**src/hdl/regfile_pkg.sv**
```systemverilog
package regfile_pkg;

   // Default sizes; the top level passes them down as module parameters.
   localparam int DATA_W_DEF   = 16;
   localparam int NUM_REGS_DEF = 16;

   localparam int REG_ADDR_W = $clog2(NUM_REGS_DEF);

   typedef enum logic [1:0]
   {
      OP_ADD   = 2'd0,
      OP_SUB   = 2'd1,
      OP_XOR   = 2'd2,
      OP_LOADI = 2'd3
   } op_e;

   // One host command of 30 bits.
   typedef struct packed
   {
      op_e                   op;
      logic [REG_ADDR_W-1:0] rd;
      logic [REG_ADDR_W-1:0] rs1;
      logic [REG_ADDR_W-1:0] rs2;
      logic [DATA_W_DEF-1:0] imm;
   } cmd_t;

   // One result record of 20 bits.
   typedef struct packed
   {
      logic [REG_ADDR_W-1:0] rd;
      logic [DATA_W_DEF-1:0] value;
   } result_t;

   // Count of credits or free slots for depths up to 15.
   typedef logic [3:0] credit_cnt_t;

endpackage

```
**src/hdl/reg_mem_multiport.sv**
```systemverilog
`timescale 1ns/1ps

module reg_mem_multiport
#(
   parameter int DATA_W      = regfile_pkg::DATA_W_DEF,
   parameter int NUM_REGS    = regfile_pkg::NUM_REGS_DEF,
   parameter int READ_PORTS  = 2,
   parameter int WRITE_PORTS = 1
)
(
   input  logic                                          w_clk_i,
   input  logic                                          arst_n_i,

   input  logic [WRITE_PORTS-1:0]                        w_v_i,
   input  logic [WRITE_PORTS-1:0][$clog2(NUM_REGS)-1:0]  w_addr_i,
   input  logic [WRITE_PORTS-1:0][DATA_W-1:0]            w_data_i,

   input  logic [READ_PORTS-1:0][$clog2(NUM_REGS)-1:0]   r_addr_i,
   output logic [READ_PORTS-1:0][DATA_W-1:0]             r_data_o
);

   localparam int ADDR_W = $clog2(NUM_REGS);

   logic [DATA_W-1:0] mem [NUM_REGS];

   // Reads are purely combinational, so a write shows up on the read
   // ports right after the edge that performs it.
   for (genvar i = 0; i < READ_PORTS; i++)
   begin : g_read
      assign r_data_o[i] = mem[r_addr_i[i]];
   end

   // All write ports share one process. If two ports ever hit the same
   // address, the higher port index wins.
   always_ff @(posedge w_clk_i)
   begin
      for (int i = 0; i < WRITE_PORTS; i++)
      begin
         // Writes are ignored while the engine is held in reset.
         if (arst_n_i && w_v_i[i])
         begin
            mem[w_addr_i[i][ADDR_W-1:0]] <= w_data_i[i];
         end
      end
   end

endmodule

```
**src/hdl/credit_fifo.sv**
```systemverilog
`timescale 1ns/1ps

module credit_fifo
#(
   parameter type payload_t = logic,
   parameter int  DEPTH     = 4
)
(
   input  logic     w_clk_i,
   input  logic     arst_n_i,

   input  logic     push_i,
   input  payload_t data_i,

   input  logic     pop_i,
   output logic     valid_o,
   output payload_t data_o,

   output logic     credit_o
);

   import regfile_pkg::*;

   localparam int PTR_W = (DEPTH > 1) ? $clog2(DEPTH) : 1;

   payload_t         mem [DEPTH];
   logic [PTR_W-1:0] wr_ptr;
   logic [PTR_W-1:0] rd_ptr;
   credit_cnt_t      count;
   logic             do_push;
   logic             do_pop;

   assign valid_o = (count != '0);
   assign data_o  = mem[rd_ptr];

   // A pop on an empty buffer is dropped.
   assign do_pop  = pop_i && valid_o;
   assign do_push = push_i;

   always_ff @(posedge w_clk_i)
   begin
      if (do_push)
      begin
         mem[wr_ptr] <= data_i;
      end
   end

   always_ff @(posedge w_clk_i or negedge arst_n_i)
   begin
      if (!arst_n_i)
      begin
         wr_ptr   <= '0;
         rd_ptr   <= '0;
         count    <= '0;
         credit_o <= 1'b0;
      end
      else
      begin
         if (do_push)
         begin
            wr_ptr <= (wr_ptr == PTR_W'(DEPTH - 1)) ? '0 : wr_ptr + 1'b1;
         end
         if (do_pop)
         begin
            rd_ptr <= (rd_ptr == PTR_W'(DEPTH - 1)) ? '0 : rd_ptr + 1'b1;
         end

         case ({do_push, do_pop})
            2'b10:   count <= count + 1'b1;
            2'b01:   count <= count - 1'b1;
            default: count <= count;
         endcase

         // Each entry that leaves hands one slot back to the sender.
         credit_o <= do_pop;
      end
   end

endmodule

```
**src/hdl/cmd_issue.sv**
```systemverilog
`timescale 1ns/1ps

module cmd_issue
#(
   parameter int DATA_W    = regfile_pkg::DATA_W_DEF,
   parameter int NUM_REGS  = regfile_pkg::NUM_REGS_DEF,
   parameter int RES_DEPTH = 4
)
(
   input  logic                                w_clk_i,
   input  logic                                arst_n_i,

   input  logic                                cmd_valid_i,
   input  regfile_pkg::cmd_t                   cmd_i,
   output logic                                cmd_pop_o,

   output logic [1:0][$clog2(NUM_REGS)-1:0]    rd_addr_o,
   input  logic [1:0][DATA_W-1:0]              rd_data_i,

   output logic                                wr_v_o,
   output logic [$clog2(NUM_REGS)-1:0]         wr_addr_o,
   output logic [DATA_W-1:0]                   wr_data_o,

   output logic                                res_push_o,
   output regfile_pkg::result_t                res_o,
   input  logic                                res_credit_i
);

   import regfile_pkg::*;

   localparam int ADDR_W = $clog2(NUM_REGS);

   credit_cnt_t       free_cnt;
   logic              issue;
   logic [DATA_W-1:0] alu_result;

   // A command goes out only when the result buffer has room for its record.
   assign issue = cmd_valid_i && (free_cnt != '0);

   assign rd_addr_o[0] = cmd_i.rs1[ADDR_W-1:0];
   assign rd_addr_o[1] = cmd_i.rs2[ADDR_W-1:0];

   always_comb
   begin
      case (cmd_i.op)
         OP_ADD:  alu_result = rd_data_i[0] + rd_data_i[1];
         OP_SUB:  alu_result = rd_data_i[0] - rd_data_i[1];
         OP_XOR:  alu_result = rd_data_i[0] ^ rd_data_i[1];
         default: alu_result = DATA_W'(cmd_i.imm);
      endcase
   end

   // Pop, writeback and result push all happen at the same edge.
   assign cmd_pop_o  = issue;
   assign wr_v_o     = issue;
   assign wr_addr_o  = cmd_i.rd[ADDR_W-1:0];
   assign wr_data_o  = alu_result;
   assign res_push_o = issue;

   assign res_o.rd    = cmd_i.rd;
   assign res_o.value = DATA_W_DEF'(alu_result);

   // Free slots in the result buffer come back one per res_credit_i pulse.
   always_ff @(posedge w_clk_i or negedge arst_n_i)
   begin
      if (!arst_n_i)
      begin
         free_cnt <= credit_cnt_t'(RES_DEPTH);
      end
      else
      begin
         case ({issue, res_credit_i})
            2'b10:   free_cnt <= free_cnt - 1'b1;
            2'b01:   free_cnt <= free_cnt + 1'b1;
            default: free_cnt <= free_cnt;
         endcase
      end
   end

endmodule

```
**src/hdl/result_sender.sv**
```systemverilog
`timescale 1ns/1ps

module result_sender
#(
   parameter int RES_DEPTH   = 4,
   parameter int OUT_CREDITS = 2
)
(
   input  logic                 w_clk_i,
   input  logic                 arst_n_i,

   input  logic                 res_push_i,
   input  regfile_pkg::result_t res_i,
   output logic                 res_credit_o,

   output logic                 result_valid_o,
   output regfile_pkg::result_t result_o,
   input  logic                 result_credit_i
);

   import regfile_pkg::*;

   credit_cnt_t out_credits;
   logic        buf_valid;
   result_t     buf_head;
   logic        send;

   credit_fifo
   #(
      .payload_t (result_t),
      .DEPTH     (RES_DEPTH)
   )
   res_buf_i
   (
      .w_clk_i  (w_clk_i),
      .arst_n_i (arst_n_i),
      .push_i   (res_push_i),
      .data_i   (res_i),
      .pop_i    (send),
      .valid_o  (buf_valid),
      .data_o   (buf_head),
      .credit_o (res_credit_o)
   );

   // One record per cycle while the consumer still has room.
   assign send = buf_valid && (out_credits != '0);

   always_ff @(posedge w_clk_i)
   begin
      if (send)
      begin
         result_o <= buf_head;
      end
   end

   always_ff @(posedge w_clk_i or negedge arst_n_i)
   begin
      if (!arst_n_i)
      begin
         out_credits    <= credit_cnt_t'(OUT_CREDITS);
         result_valid_o <= 1'b0;
      end
      else
      begin
         result_valid_o <= send;
         case ({send, result_credit_i})
            2'b10:   out_credits <= out_credits - 1'b1;
            2'b01:   out_credits <= out_credits + 1'b1;
            default: out_credits <= out_credits;
         endcase
      end
   end

endmodule

```
**src/hdl/regfile_engine_top.sv**
```systemverilog
`timescale 1ns/1ps

module regfile_engine_top
#(
   parameter int DATA_W      = regfile_pkg::DATA_W_DEF,
   parameter int NUM_REGS    = regfile_pkg::NUM_REGS_DEF,
   parameter int CMD_DEPTH   = 4,
   parameter int RES_DEPTH   = 4,
   parameter int OUT_CREDITS = 2
)
(
   input  logic                 w_clk_i,
   input  logic                 arst_n_i,

   input  logic                 cmd_valid_i,
   input  regfile_pkg::cmd_t    cmd_i,
   output logic                 cmd_credit_o,

   output logic                 result_valid_o,
   output regfile_pkg::result_t result_o,
   input  logic                 result_credit_i
);

   import regfile_pkg::*;

   localparam int ADDR_W = $clog2(NUM_REGS);

   logic                        cmd_valid;
   cmd_t                        cmd_head;
   logic                        cmd_pop;
   logic [1:0][ADDR_W-1:0]      rd_addr;
   logic [1:0][DATA_W-1:0]      rd_data;
   logic [0:0]                  wr_v;
   logic [0:0][ADDR_W-1:0]      wr_addr;
   logic [0:0][DATA_W-1:0]      wr_data;
   logic                        res_push;
   result_t                     res_data;
   logic                        res_credit;

   credit_fifo
   #(
      .payload_t (cmd_t),
      .DEPTH     (CMD_DEPTH)
   )
   cmd_buf_i
   (
      .w_clk_i  (w_clk_i),
      .arst_n_i (arst_n_i),
      .push_i   (cmd_valid_i),
      .data_i   (cmd_i),
      .pop_i    (cmd_pop),
      .valid_o  (cmd_valid),
      .data_o   (cmd_head),
      .credit_o (cmd_credit_o)
   );

   cmd_issue
   #(
      .DATA_W    (DATA_W),
      .NUM_REGS  (NUM_REGS),
      .RES_DEPTH (RES_DEPTH)
   )
   issue_i
   (
      .w_clk_i      (w_clk_i),
      .arst_n_i     (arst_n_i),
      .cmd_valid_i  (cmd_valid),
      .cmd_i        (cmd_head),
      .cmd_pop_o    (cmd_pop),
      .rd_addr_o    (rd_addr),
      .rd_data_i    (rd_data),
      .wr_v_o       (wr_v[0]),
      .wr_addr_o    (wr_addr[0]),
      .wr_data_o    (wr_data[0]),
      .res_push_o   (res_push),
      .res_o        (res_data),
      .res_credit_i (res_credit)
   );

   reg_mem_multiport
   #(
      .DATA_W      (DATA_W),
      .NUM_REGS    (NUM_REGS),
      .READ_PORTS  (2),
      .WRITE_PORTS (1)
   )
   regs_i
   (
      .w_clk_i  (w_clk_i),
      .arst_n_i (arst_n_i),
      .w_v_i    (wr_v),
      .w_addr_i (wr_addr),
      .w_data_i (wr_data),
      .r_addr_i (rd_addr),
      .r_data_o (rd_data)
   );

   result_sender
   #(
      .RES_DEPTH   (RES_DEPTH),
      .OUT_CREDITS (OUT_CREDITS)
   )
   sender_i
   (
      .w_clk_i         (w_clk_i),
      .arst_n_i        (arst_n_i),
      .res_push_i      (res_push),
      .res_i           (res_data),
      .res_credit_o    (res_credit),
      .result_valid_o  (result_valid_o),
      .result_o        (result_o),
      .result_credit_i (result_credit_i)
   );

endmodule

```
**config.mk**
```make
export PLATFORM = sky130hd
export DESIGN_NAME = regfile_engine_top
export DESIGN_NICKNAME = d
export VERILOG_FILES = /design/src/hdl/regfile_pkg.sv /design/src/hdl/reg_mem_multiport.sv /design/src/hdl/credit_fifo.sv /design/src/hdl/cmd_issue.sv /design/src/hdl/result_sender.sv /design/src/hdl/regfile_engine_top.sv
export SDC_FILE = /design/constraint.sdc
export NUM_CORES = 1
export LEC_CHECK = 0
export BUFFER_PORTS_ARGS = -buffer_cell sky130_fd_sc_hd__buf_2
export CAP_MARGIN = 10
export CORE_MARGIN = 5
export CORE_UTILIZATION = 46
export DETAILED_ROUTE_END_ITERATION = 8
export PLACE_DENSITY = 0.62
export SYNTH_ARGS = -nofsm -noshare
export SYNTH_HDL_FRONTEND = slang
export SYNTH_HIERARCHICAL = 1
export SYNTH_SLANG_ARGS = --single-unit
```
**constraint.sdc**
```tcl
create_clock -name w_clk_i -period 8.85 [get_ports w_clk_i]
set_input_delay 0.885 -clock w_clk_i [delete_from_list [all_inputs] [get_ports w_clk_i]]
set_output_delay 0.885 -clock w_clk_i [all_outputs]
set_load 0.005 [all_outputs]
```
## Word level (Yosys, flattened, before mapping)

Memories as Yosys holds them, arrays and structs flattened. A register that Yosys moved wholly into a read port is not among the register bits.
Cells that the tools add are included.

- Reduce and logical (&&, ||, !) cells: 14
- Equal/unequal tests: 14
- Shifts and indexed selects: 0
- Mux-type cells: 15
- Add/subtract/negate cells: 14
- Bitwise operators: 1
- Multipliers: 0
- $lt $le $gt $ge: 0
- Divide/modulo/power cells: 0

Operators with widths:

| kind | count |
|---|---|
| one-hot mux 16 bit (3 select lines) | 1 |
| one-hot mux 4 bit (2 select lines) | 4 |
| equality test 2 bit, second input constant | 9 |
| adder 16 bit | 1 |
| adder 4 x 1 -> 4 bit, second input constant | 4 |
| nonzero test 4 bit | 4 |
| subtractor 16 bit | 1 |
| subtractor 4 x 1 -> 4 bit, second input constant | 4 |
| bitwise XOR 16 bit | 1 |
| equality test 2 x 1 -> 1 bit, second input constant | 5 |
| adder 2 x 1 -> 2 bit, second input constant | 4 |
| 2-to-1 mux 2 bit | 4 |
| nonzero test 2 bit | 4 |
| 2-to-1 mux 1 bit | 6 |
| logical AND 1 bit | 5 |
| logical NOT 2 bit | 1 |

- Output and inout bits: 22
- Flip-flop bits (word level): 27
- RAM bits: 456
- Bits in latches: 0
- Memory bits (read-only): 0
- Memories kept: 3

Memory list:

| memory | words | bits a word | read ports | clocked after Yosys merged registers in | write ports | line | RTL |
|---|---|---|---|---|---|---|---|
| regs_i.mem | 16 | 16 | 2 | 0 | 1 | reg_mem_multiport.sv:24 | `logic [DATA_W-1:0] mem [NUM_REGS];` |
| cmd_buf_i.mem | 4 | 30 | 1 | 0 | 1 | credit_fifo.sv:26 | `payload_t mem [DEPTH];` |
| sender_i.res_buf_i.mem | 4 | 20 | 1 | 1 | 1 | credit_fifo.sv:26 |  |

## Depth between registers and ports, before layout

- Depth after elaboration: 5
- Mapped depth: 24
- Mapped depth without buffers: 17

## By module

Netlist, hierarchy kept.

Modules (own cells, without submodules):

| module | times used | cells each | seq. area each (µm²) | area each (µm²) |
|---|---|---|---|---|
| reg_mem_multiport | 1 | 554 | 7,687.4 | 11,674.9 |
| credit_fifo at cmd_buf_i | 1 | 206 | 3,828.7 | 4,839.6 |
| credit_fifo at sender_i.res_buf_i | 1 | 152 | 2,627.5 | 3,425.8 |
| cmd_issue | 1 | 284 | 101.3 | 2,024.4 |
| result_sender | 1 | 51 | 726.9 | 943.4 |

## Worst setup path before layout

Ideal clock, no wire load.

- Path kind: register -> register
- Start: reg cmd_buf_i.rd_ptr[0]
- End: mem regs_i/mem[0][15] in the netlist's numbering (data pin)
- Required time: 8,587 ps
- Data arrival time: 5,189 ps
- Setup time: 263 ps
- Cell stages (with the launch flop): 24
- Slack: 3,398 ps
- Cell sequence: dfrtp_1 buf_2 buf_2 mux4_2 buf_4 buf_6 buf_4 mux4_2 a22oi_1 nand2_1 clkbuf_1 nor4_1 nand2_1 o31ai_1 xor2_1 ha_1 and4_1 a21o_1 a21oi_1 o21ai_1 a311o_1 mux2i_1 o221ai_1 buf_4

RTL lines:

| item | line | RTL |
|---|---|---|
| start: declaration | credit_fifo.sv:28 | `logic [PTR_W-1:0] rd_ptr;` |
| start signal: assignment | credit_fifo.sv:65 | `rd_ptr <= (rd_ptr == PTR_W'(DEPTH - 1)) ? '0 : rd_ptr + 1'b1;` |
| end: declaration | reg_mem_multiport.sv:24 |  |

==> impl_results.md <==
- Setup TNS Final: 0 ns
- Bufs on Longest Clock Path: 3
- Switch share: 29.75%
- Slew Viols, Final: 0
- Crit path capture type: register
- Initial Util: 46.61%
- Area Overhead vs Synth: 11.07%
- Top cells by count, synth: 476 x edfxtp_1, 155 x mux4_2, 72 x nand2_1
- Critical path launch point type: register
- Leakage power: 8.568 nW
- Setup CP Type: register to register
- Later-pin clock latency in the skew report: 0.60 ns
- Layout Skew: 0.03305 ns
- Number of synthesis warnings: 6
- Avg WL per Cell: 25.43 um
- GRT Total Usage: 18.95%
- Max-Cap Viols: 0
- Post-synth EDFFs: 476
- Share of the synthesized area in the top cell type: 62.40%
- RSZ-0062 raised after global routing: false
- ANT cells: 0
- Final worst slack: 2.421 ns
- Hold-fix buffers at CTS: 0
- Overall power: 6.931 mW
- Clock sinks: 503
- Cell internal pwr: 4.869 mW
- Util after Layout: 51.77%
- Async set-or-reset flop fraction in the synthesized netlist: 5.368%
- PortBufs: 55
- Sequential area share after synthesis: 65.36%
- Status: finished, final reports clean
- Most frequent cell after synthesis: edfxtp_1
- Final Hold Vio Count: 0
- Fmax: 0.1555 GHz
- Clock-pin slew on the worst setup and hold paths: 0.06 ns
- Non-filler cells, final: 2015
- Number of top-level pins: 56
- Routed WL: 51250 um
- Mapped Cells: 1247
- Total die area: 0.05436 mm2
- Die width: 233.2 um
- Crit-path max FO: 32
- Detailed Place HPWL: 32580 um
- Share of layout cells above drive strength 1: 27.02%
- First-pass GRT wire length: 76910 um
- PostCTS Resize Cnt: 0
- Mapped Nets: 1322
- Number of global-route vias before repair: 12.23k
- Final period util: 72.65%
- Tmin final: 6.429 ns
- Final Cell Area: 0.02544 mm2
- Crit path DAT: 6.85 ns
- Setup-failing EPs final: 0
- Nets: 1388
- Final GP Congestion: 0.8513
- Setup WS pre-CTS: 2.053 ns
- Placed insts: 1923
- Antenna-violating nets left: 0
- P_sw: 2.062 mW
- Vias/cell: 5.981
- Synth unique cells: 68
- Clock power share: 29.1%
- Avg Inst Size Synth: 18.37 um2
- Final hold slack: 0.3308 ns
- Grt total ovfl: 0
- Hold Path Class: primary input to asynchronous set/reset pin
- Routed via count: 12.05k
- First-iteration detailed-routing DRC count: 977
- Total CTS buffers: 51
- Combinational power share: 25.2%
- Synth area leaders: edfxtp_1 62%, mux4_2 15%, dfrtp_1 2.7%
- Area post-placement: 0.02388 mm2
- Peak supply drop: 0.1370 mV
- Htree depth: 2
- Floorplan row count: 81
- Synthesized cell area: 0.02291 mm2
- Initial antenna violation count: 0
- TritonCTS clock tree: built
- Pwr Density: 272.4 mW/mm2
- Largest net degree at the start of global routing: 47
- Fillers: 3894
- Top_reg_cell synth: edfxtp_1
- Placeable Area: 0.04915 mm2
- DRC Markers: 0
- Post-CTS setup buffer count: 0
- Yosys reg bits: 503
- Worst slew pin tran: 1.081 ns
- Req. time, crit path: 9.27 ns
- Cell taking the most area after synthesis: edfxtp_1
- Max-Slew Margin vs Limit: 27.90%
- Pre-Repair DR Iteration Count: 5
- Die height: 233.2 um
- Sequential fraction of design power: 45.7%
- Root buffer selected by CTS: clkbuf_16
placed cells by master (no fill, tap or decap), drive strengths merged, types with 23 or more instances in the layout:
cell type | Yosys | layout
a22oi | 64 | 64
nand2 | 73 | 73
mux4 | 178 | 178
clkbuf | 25 | 58
edfxtp | 476 | 476
nor2 | 32 | 32
clkinv | 0 | 27
xnor2 | 29 | 29
ha | 38 | 38
a21oi | 23 | 23
dfrtp | 25 | 25
buf | 72 | 111
o21ai | 37 | 37
final timing paths:
kind                                startpoint                 endpoint  slack, ns  cells after the start
max                        cmd_buf_i/rd_ptr[0]        regs_i/mem[6][12]       2.42                     18
min                                   arst_n_i  sender_i/out_credits[2]       0.33                      2
max reg2reg                cmd_buf_i/rd_ptr[0]        regs_i/mem[6][12]       2.42                     18
min reg2reg                 cmd_buf_i/count[3]       cmd_buf_i/count[3]       0.47                      1
max in group asynchronous             arst_n_i      cmd_buf_i/rd_ptr[0]       8.13                      2
min in group w_clk_i        cmd_buf_i/count[3]       cmd_buf_i/count[3]       0.47                      1
power by group through the flow:
stage | registers [mW] | logic, mW | clock network (mW)
finish | 3.17 | 1.75 | 2.02
global placement | 3.21 | 1.69 | 0
CTS | 3.17 | 1.74 | 2.07
floorplan | 3.20 | 1.23 | 0
detailed placement | 3.22 | 1.74 | 0
global route | 3.18 | 1.91 | 2.17
state kept, by name, indices dropped and copies added (netlist names):
register	flops
regs_i/mem	256
sender_i/res_buf_i/credit_o	1
sender_i/result_o	20
sender_i/res_buf_i/count	4
sender_i/result_valid_o	1
cmd_buf_i/mem	120
sender_i/out_credits	4
sender_i/res_buf_i/rd_ptr	2
sender_i/res_buf_i/wr_ptr	2
cmd_buf_i/credit_o	1
cmd_buf_i/rd_ptr	2
cmd_buf_i/count	4
cmd_buf_i/wr_ptr	2
issue_i/free_cnt	4
sender_i/res_buf_i/mem	80
worst max-delay path, stage by stage (launching register included):
cell and delay, ns:
dfrtp_2 0.37, buf_4 0.50, mux4_2 0.94, buf_4 0.39
mux4_2 0.33, a22oi_1 0.27, nand2_1 0.18, nor4_1 0.37
nand2_1 0.25, o31ai_1 0.30, xor2_1 0.11, ha_1 0.34
and4_1 0.27, o21ai_0 0.11, nand2_1 0.12, a22o_1 0.30
nor4_1 0.10, a311oi_2 0.67, buf_4 0.30
layout make-up:
cell class              instances  area [um2]  area share (%)
clock buffers                  58        1303           5.119
repair buffers                111       711.9           2.798
multi-input cells             625        7293           28.66
inverters                      21       78.83          0.3098
flip-flops and latches        503       14970           58.85
clock inverters                33       254.0          0.9982
well taps                     664       830.8           3.265
routing by layer:
layer	up-vias	track usage (%)	share of wire (%)
met1	6333	26.95	43
li1	5245	-	-
met2	399	30.23	48
met4	0	5.833	2.8
met3	74	3.440	6.4
met5	-	0	0
cells by family after synthesis:
| kind of cell | share of synthesized area (%) |
|---|---|
| DFF | 65.36 |
| AOI/OAI and AO/OA | 5.123 |
| xor gates and xnor gates | 1.950 |
| muxes | 18.35 |
| and+or+nand+nor | 3.818 |
| buffers and inverters | 3.070 |
| adders and majority gates | 2.338 |
(Power assumes the default switching activity.)
